==> config.mk <==
export PLATFORM = sky130hd
export DESIGN_NAME = product_fifo
export DESIGN_NICKNAME = d
export VERILOG_FILES = /design/src/hw/poly_mul_pkg.sv /design/src/hw/product_fifo.sv
export SDC_FILE = /design/constraint.sdc
export NUM_CORES = 1
export LEC_CHECK = 0
export BUFFER_PORTS_ARGS = -buffer_cell sky130_fd_sc_hd__buf_2
export CAP_MARGIN = 20
export CORE_ASPECT_RATIO = 1.75
export CORE_MARGIN = 1.5
export CORE_UTILIZATION = 60
export DETAILED_ROUTE_END_ITERATION = 8
export PLACE_DENSITY = 0.88
export SLEW_MARGIN = 30
export SYNTH_ARGS = -nofsm -noshare
export SYNTH_HDL_FRONTEND = slang
export SYNTH_SLANG_ARGS = --single-unit
export TNS_END_PERCENT = 10
==> constraint.sdc <==
create_clock -name clk -period 12.13 [get_ports clk]
set_input_delay 2.426 -clock clk [delete_from_list [all_inputs] [get_ports clk]]
set_output_delay 2.426 -clock clk [all_outputs]
set_load 0.01 [all_outputs]
==> src/hw/poly_mul_pkg.sv <==
`default_nettype none

package poly_mul_pkg;

    // limb geometry of one 284-bit operand
    localparam int LIMB_W    = 71;
    localparam int NUM_LIMBS = 4;

    // limb offset of a product as i+j from 0 to 6
    localparam int POS_W = 3;

    // most significant limb first
    typedef struct packed {
        logic [LIMB_W-1:0] limb3;
        logic [LIMB_W-1:0] limb2;
        logic [LIMB_W-1:0] limb1;
        logic [LIMB_W-1:0] limb0;
    } operand_t;

    typedef struct packed {
        logic [2*LIMB_W-2:0] prod;
        logic [POS_W-1:0]    pos;
        logic                first;
        logic                last;
    } product_rec_t;

    // wishbone classic request from a master
    typedef struct packed {
        logic cyc;
        logic stb;
        logic we;
    } wb_req_t;

endpackage

`default_nettype wire

==> src/hw/product_fifo.sv <==
`timescale 1ns/1ns
`default_nettype none

module product_fifo #(
    parameter int FIFO_DEPTH = 4
) (
    input  wire logic                       clk,
    input  wire logic                       reset,
    input  wire poly_mul_pkg::wb_req_t      wr_wb,
    input  wire poly_mul_pkg::product_rec_t wr_dat,
    output logic                            wr_ack,
    input  wire poly_mul_pkg::wb_req_t      rd_wb,
    output poly_mul_pkg::product_rec_t      rd_dat,
    output logic                            rd_ack
);

    localparam int PTR_W = (FIFO_DEPTH > 1) ? $clog2(FIFO_DEPTH) : 1;
    localparam logic [PTR_W-1:0] LAST_SLOT = PTR_W'(FIFO_DEPTH - 1);

    poly_mul_pkg::product_rec_t mem [FIFO_DEPTH];

    logic [PTR_W-1:0] wr_ptr;
    logic [PTR_W-1:0] rd_ptr;
    logic [PTR_W:0]   count;
    logic             full;
    logic             empty;
    logic             wr_fire;
    logic             rd_fire;

    assign full  = (count == (PTR_W+1)'(FIFO_DEPTH));
    assign empty = (count == '0);

    // ~ack keeps a held strobe from being taken twice
    assign wr_fire = wr_wb.cyc & wr_wb.stb & wr_wb.we & ~wr_ack & ~full;
    assign rd_fire = rd_wb.cyc & rd_wb.stb & ~rd_wb.we & ~rd_ack & ~empty;

    always_ff @(posedge clk) begin
        if (wr_fire) begin
            mem[wr_ptr] <= wr_dat;
        end
        if (rd_fire) begin
            rd_dat <= mem[rd_ptr];
        end
    end

    always_ff @(posedge clk) begin
        if (reset) begin
            wr_ptr <= '0;
            rd_ptr <= '0;
            count  <= '0;
            wr_ack <= 1'b0;
            rd_ack <= 1'b0;
        end else begin
            wr_ack <= wr_fire;
            rd_ack <= rd_fire;
            if (wr_fire) begin
                wr_ptr <= (wr_ptr == LAST_SLOT) ? '0 : wr_ptr + 1'b1;
            end
            if (rd_fire) begin
                rd_ptr <= (rd_ptr == LAST_SLOT) ? '0 : rd_ptr + 1'b1;
            end
            case ({wr_fire, rd_fire})
                2'b10:   count <= count + 1'b1;
                2'b01:   count <= count - 1'b1;
                default: count <= count;
            endcase
        end
    end

endmodule

`default_nettype wire

* Word level (Yosys, flattened, before mapping) *
Memories as Yosys holds them, arrays and structs flattened. A register that Yosys moved wholly into a read port is not among the register bits.
Index checks and enable logic that the tools add are counted.

word-level totals
  memories = 1
  output and inout port bits = 148
  bits in writable memories = 584
  register bits after elaboration = 9
  bits of input ports = 154

memories
  memory  words  width  rd ports  clocked after memory_dff  write ports  line                text
  mem     4      146    1         1                         1            product_fifo.sv:20  poly_mul_pkg::product_rec_t mem [FIFO_DEPTH];

cells by class
  eq/ne operators = 5
  $add $sub $neg = 4
  bitwise operators = 13
  reduce and logical (&&, ||, !) cells = 2
  multiplexer cells = 5

operators by type and width
  cell                 count
  $and 1x1->1          8
  $eq 2x2->1 const B   3
  $pmux 3 s2           1
  $not 1->1            5
  $add 2x1->2 const B  2
  $mux 2               2
  $add 3x1->3 const B  1
  $eq 3x3->1 const B   1
  $logic_not 3->1      1
  $sub 3x1->3 const B  1
  $eq 2x1->1 const B   1
  $mux 1               2
  $reduce_bool 2->1    1

* Longest topological paths before layout *
Gate-level depths: netlist of the first run.

  word-level depth = 6
  depth in mapped cells = 9
  mapped depth without buffers = 9

* Least setup slack after synthesis of the first run *
OpenSTA, ideal clock, no wires.

  path type = input-to-reg
  start = input rd_wb[0] (netlist bit)
  end = register count[2]
  data required time = 12.060 ns
  arrival time = 7.873 ns
  path slack = 4.187 ns
  cell stages on the path = 8
  cell sequence = nor4bb_1 -> and2_1 -> ha_1 -> inv_1 -> fa_1 -> xor2_1 -> or3_1 -> a21oi_1

between the ends
  cells in the longest elaborated chain, start to end = 6
  elaborated cells between the ends (all ways) = 8

ends and longest elaborated chain
  item                                             line                text
  start, declared                                  product_fifo.sv:12  input wire poly_mul_pkg::wb_req_t rd_wb,
  $not 1->1 (*)                                    product_fifo.sv:35  assign rd_fire = rd_wb.cyc & rd_wb.stb & ~rd_wb.we & ~rd_ack & ~empty;
  $and 1x1->1 (*) (3 in a row)                     product_fifo.sv:35
  net rd_fire                                      product_fifo.sv:28  logic rd_fire;
  $eq 2x1->1 or $eq 2x2->1 (tied branches)         product_fifo.sv:62  case ({wr_fire, rd_fire})
  $pmux 3 s2 or $reduce_bool 2->1 (tied branches)  -
  end signal, assigned                             product_fifo.sv:63  2'b10: count <= count + 1'b1;
  end signal, assigned                             product_fifo.sv:64  2'b01: count <= count - 1'b1;
  end signal, assigned                             product_fifo.sv:65  default: count <= count;
  end, declared                                    product_fifo.sv:24  logic [PTR_W:0] count;

The timed path passes the listed nets; every way through them passes the cells marked *.
A chain may end at the register's enable or synchronous reset.

* Worst setup path after layout of the first run *
  start = input wr_wb[1] (netlist bit)
  end = memory mem[1][41] (netlist bit) (enable)

between the ends
  cells in the longest elaborated chain, start to end = 6

ends and longest elaborated chain
  item                          line                text
  start, declared               product_fifo.sv:9   input wire poly_mul_pkg::wb_req_t wr_wb,
  $and 1x1->1 (4 in a row)      product_fifo.sv:34  assign wr_fire = wr_wb.cyc & wr_wb.stb & wr_wb.we & ~wr_ack & ~full;
  $mux 1                        product_fifo.sv:38  if (wr_fire) begin
  $mux 1 (not written as such)  product_fifo.sv:39  mem[wr_ptr] <= wr_dat;
  end, declared                 product_fifo.sv:20

Every way passes these cells.

==> flow_summary.ini, run 1 <==
[outcome]
status = complete, no violations

[finish]
area_growth_pct = 15.3
final_common_cell = edfxtp_1
fin_util_pct = 70.5
fin_area_sq_mm = 0.0301
nFillCells = 2410
final_cells = 1935
drive_above_1_share_pct = 40.7
final_cell_mix = edfxtp_1 (730), buf_2 (301), mux4_2 (146), clkbuf_16 (59), clkinv_1 (13)
num-nets-final = 1471

[global_route]
track_usage_pct = 24.7
grt_max_degree = 80
antenna_found_initial = 25
grt_overflow = 0
grt_pass1_wl_um = 79400
grt_pass1_vias = 12200

[drt]
detail_route.wl_per_cell_um = 27.8
via_count = 11500
viasPerCell = 5.96
drc = 0
drtIter0Drc = 1047
drt_first_pass_iters = 5
wl_um = 53800
drtAntennaViolNets = 0

[floorplanning]
core-area_sq_mm = 0.0427
core.rowCount = 100
die_w_um = 161
initial_utilization_pct = 61.1
die_area_sq_mm = 0.0448
die_y_um = 279
ios = 302

[logic_synthesis]
synth-seq-area-share_pct = 84.7
synth_edf_count = 730
synth_cells = 968
synth_area_leaders = edfxtp_1 (84%), mux4_2 (13%), buf_12 (0.84%), dfxtp_1 (0.69%), buf_2 (0.29%)
postSynthAreaPerCell_sq_um = 26.9
synth_area_leader_cell = edfxtp_1
syn_nets = 1129
async_reset_ff_share_pct = 0
synth_top_area_share_pct = 84.0
synth-main-ff-cell = edfxtp_1
ys.warnings.count = 0
synth_seq_cells = 739
synth.distinct_cells = 29
synthesis.area_sq_mm = 0.0261

[sta]
slew_headroom_pct = 38.4
holdWs_ns = 0.532
hold_viol = 0
fin_ws_ns = 7.24
setup_viol = 0
tightest_slew_ns = 0.924
fin_skew_ns = 0.0155
finalCriticalPeriod_ns = 4.89
clock.fmax_mhz = 204
rsz0062_at_grt = no
period_share_pct = 40.4
slew_violations = 0
tns_ns = 0

[pwr]
fin_total_pwr_mw = 4.86
peakVddDrop_v = 0.000119
leakagePower_nw = 9.74
p_per_area_mw_per_mm2 = 162

[critical_path]
cp_data_required_time_ns = 12.34
critPathArrivalTime_ns = 5.11
worst_setup_path_start_kind = input port
worstPathMaxFanout = 58
r2r_slack_ns = 8.79
reg2reg_to = mem[1][41]$_DFFE_PP_
critPathKind = input port to flop
rr_startpoint = wr_ack$_SDFF_PP0_
end_kind = flop
worstRegToRegCells = 4

[cts]
clockBufferDepth = 3
cts_sinks = 739
cts_tree = built
postCtsHoldBufs = 0
cts-root-buf = clkbuf_16
insertion_delay_ns = 0.60
cts_inserted_buffers = 57
post_cts_buffers = 0
cts_resized = 0
cts_max_level = 2
clk_pin_slew_ns = 0.06

[placement]
gp_congestion = 0.792
hpwl_um = 31200
placedCellCount = 1812
place_area_sq_mm = 0.0281
place_ws_ns = 6.59
port_buffers = 301

[flow_run]
drv_cap = 0

[min_path]
min_path_type = flop to flop
min_to = count[2]$_SDFFE_PP0P_
min_from = count[2]$_SDFFE_PP0P_
hold_path_depth = 2
[critical path, cell delays in order]
cell and delay [ns]:
buf_2 0.08, and4b_1 0.32, and3_4 0.62, buf_4 0.78, buf_4 0.77
[metal layers]
| layer | up-vias | global-route usage [%] | part of all wire, % |
|---|---|---|---|
| met5 | - | 0 | 0.17 |
| met1 | 6029 | 30.7 | 36 |
| met3 | 131 | 3.65 | 5.6 |
| met2 | 508 | 42.9 | 54 |
| met4 | 16 | 11.9 | 4.8 |
| li1 | 4846 | - | - |
[kinds of logic (layout without fill, tap and decap cells)]
kind of cell / after synthesis / after routing / share of synthesized area [%]
DFF: 739 / 739 / 84.7
adders and majority gates: 7 / 7 / 0.365
and+or+nand+nor: 26 / 26 / 0.619
other: 0 / 16 / 0
muxes: 146 / 146 / 12.6
AOI/OAI and AO/OA: 8 / 8 / 0.163
buffers and inverters: 40 / 430 / 1.46
xor gates and xnor gates: 2 / 2 / 0.0672
[how the worst max path moves through the flow]
stage | startpoint | to | slack, ns | depth (start not counted)
after global routing | wr_wb[1] | mem[1][41]$_DFFE_PP_ | 7.09 | 5
after CTS | wr_wb[1] | mem[1][41]$_DFFE_PP_ | 7.21 | 5
after global placement | wr_wb[1] | mem[1][1]$_DFFE_PP_ | 6.66 | 5
after floorplan | rd_wb[0] | count[2]$_SDFFE_PP0P_ | 4.19 | 8
after detailed placement | wr_wb[1] | mem[1][134]$_DFFE_PP_ | 6.59 | 5
final | wr_wb[1] | mem[1][41]$_DFFE_PP_ | 7.24 | 5
[synth_stat cells (4+ instances only)]
cell        n
edfxtp_1  730
nor2_1      4
buf_6       4
mux4_2    146
buf_12     11
buf_2      15
and3_1      4
ha_1        6
dfxtp_1     9
inv_1       6
[registers in the layout, indices dropped and copies added (netlist names)]
register  count
count         3
mem         584
rd_ack        1
rd_dat      146
rd_ptr        2
wr_ack        1
wr_ptr        2
[area by class of cell]
class | count | area, sq um | area share, %
clock inverter | 34 | 367 | 1.22
antenna | 16 | 40.0 | 0.133
sequential | 739 | 22100 | 73.5
timing repair buffer | 317 | 1660 | 5.52
multi-input combinational | 189 | 3630 | 12.1
clock buffer | 73 | 1550 | 5.15
tap | 561 | 702 | 2.33
inverter | 6 | 22.5 | 0.0749
[power by group]
| part | total, mW | switching, mW | leakage (nW) | internal, mW |
|---|---|---|---|---|
| combinational | 0.108 | 0.0627 | 2.14 | 0.0458 |
| sequential | 2.84 | 0.00992 | 6.66 | 2.83 |
| clock | 1.91 | 0.841 | 0.934 | 1.07 |
Note: power is estimated with default switching activity, not from simulation.
==> run 2, diff against run 1 <==
--- a/config.mk
+++ b/config.mk
@@ -9,9 +9,9 @@
 export CAP_MARGIN = 20
 export CORE_ASPECT_RATIO = 1.75
 export CORE_MARGIN = 1.5
-export CORE_UTILIZATION = 60
+export CORE_UTILIZATION = 52
 export DETAILED_ROUTE_END_ITERATION = 8
-export PLACE_DENSITY = 0.88
+export PLACE_DENSITY = 0.81
 export SLEW_MARGIN = 30
 export SYNTH_ARGS = -nofsm -noshare
 export SYNTH_HDL_FRONTEND = slang
==> constraint.sdc (replaced) <==
create_clock -name clk -period 4.15 [get_ports clk]
set_input_delay 0.83 -clock clk [delete_from_list [all_inputs] [get_ports clk]]
set_output_delay 0.83 -clock clk [all_outputs]
set_load 0.01 [all_outputs]
==> flow_summary.ini, run 2 (synthesized netlist as in run 1, its figures left out) <==
[sta]
period_share_pct = 56.1
holdWs_ns = 0.445
slew_headroom_pct = 35.6
finalCriticalPeriod_ns = 2.33
tns_ns = 0
rsz0062_at_grt = no
slew_violations = 0
fin_skew_ns = 0.0272
clock.fmax_mhz = 430
hold_viol = 0
setup_viol = 0
tightest_slew_ns = 0.966

[floorplanning]
die_area_sq_mm = 0.0516
ios = 302
core.rowCount = 108
core-area_sq_mm = 0.0496
die_w_um = 172
die_y_um = 299
initial_utilization_pct = 52.6

[drt]
drtAntennaViolNets = 0
drt_first_pass_iters = 5
detail_route.wl_per_cell_um = 23.9
viasPerCell = 5.50
via_count = 11200
wl_um = 48800
drc = 0
drtIter0Drc = 816

[global_route]
antenna_found_initial = 24
grt_max_degree = 150
grt_overflow = 0
track_usage_pct = 19.1
grt_pass1_vias = 11900
grt_pass1_wl_um = 72200

[finish]
fin_area_sq_mm = 0.0304
fin_util_pct = 61.2
largest_register_ffs = 584
top_regs = mem x584, rd_dat x146, count x3
final_common_cell = edfxtp_1
nFillCells = 3368
drive_above_1_share_pct = 41.3
area_growth_pct = 16.4
final_cell_mix = edfxtp_1 (730), buf_2 (301), mux4_2 (146), clkbuf_16 (62)
regMostFlops = mem
num-nets-final = 1476

[placement]
port_buffers = 301
gp_congestion = 0.748
hpwl_um = 28300
place_area_sq_mm = 0.0283

[critical_path]
end_kind = flop
critPathKind = input port to flop
critical-path-slowest-cell = nor4bb_1
cp_data_required_time_ns = 4.66
worst_setup_path_start_kind = input port
cp_slowest_stage_delay_ns = 0.42
path_delay_family = simple AND/OR/NAND/NOR gates
path_buf_inv = 2
critPathArrivalTime_ns = 2.84
cp_cell_sequence = buf_2 -> nor4bb_1 -> and2_4 -> ha_1 -> inv_1 -> fa_1 -> xor2_1 -> or3_1 -> a21oi_1
worstPathMaxFanout = 3

[outcome]
status = complete, no violations

[cts]
insertion_delay_ns = 0.60
postCtsHoldBufs = 0
cts_resized = 0
cts_max_level = 2
clockBufferDepth = 3
post_cts_buffers = 0
clk_pin_slew_ns = 0.07
cts_tree = built
cts_inserted_buffers = 61
cts_sinks = 739
cts-root-buf = clkbuf_16

[flow_run]
drv_cap = 0

[pwr]
leakagePower_nw = 9.79
p_per_area_mw_per_mm2 = 469
peakVddDrop_v = 0.000373

[min_path]
min_path_type = input port to flop
[run 2: worst register-to-register path: cells and delay by family, from the launching register on]
| kind | cells | cell delay [ns] |
|---|---|---|
| XOR/XNOR | 1 | 0.16 |
| AO/OA/AOI/OAI | 1 | 0.14 |
| flip-flops | 1 | 0.31 |
| adder cells (fa/ha/maj) | 2 | 0.56 |
| buffers and inverters | 1 | 0.07 |
| AND/OR/NAND/NOR | 3 | 0.97 |
[run 2: area by class of cell]
cell class | count | area (sq um) | share of cell area, %
Sequential cell | 739 | 22100 | 72.8
Multi-Input combinational cell | 189 | 3630 | 11.9
Timing Repair Buffer | 318 | 1760 | 5.79
Clock buffer | 72 | 1590 | 5.23
Tap cell | 660 | 826 | 2.72
Clock inverter | 41 | 394 | 1.30
Antenna cell | 19 | 47.5 | 0.157
Inverter | 6 | 22.5 | 0.0741
[run 2: where the power goes]
part	internal [mW]	switching (mW)
logic	0.137	0.172
registers	8.27	0.0251
clock network	3.13	2.52
[run 2: per-stage QoR]
step | power [mW] | worst slack (ns) | cells
2_1_floorplan | 8.60 | -0.869 | 968
3_3_place_gp | 8.74 | 1.25 | 1912
3_5_place_dp | 8.77 | 1.24 | 1912
4_1_cts | 14.4 | 1.86 | 2025
5_1_grt | 14.7 | 1.63 | 2042
6_report | 14.3 | 1.82 | 2044
[run 2: path summary, 6_finish.rpt]
path / startpoint / to / slack (ns) / cells after the start
max reg2reg: rd_ack$_SDFF_PP0_ / count[2]$_SDFFE_PP0P_ / 1.87 / 8
max: rd_wb[0] / count[2]$_SDFFE_PP0P_ / 1.82 / 9
min: wr_dat[30] / mem[2][30]$_DFFE_PP_ / 0.44 / 1
min reg2reg: wr_ptr[1]$_SDFFE_PP0P_ / wr_ptr[1]$_SDFFE_PP0P_ / 0.53 / 2
[run 2: layer usage]
| layer | GRT usage, % | wire [um] |
|---|---|---|
| met5 | 0 | 82 |
| met1 | 23.5 | 18200 |
| met4 | 8.74 | 1830 |
| met2 | 32.4 | 26000 |
| met3 | 3.96 | 2720 |
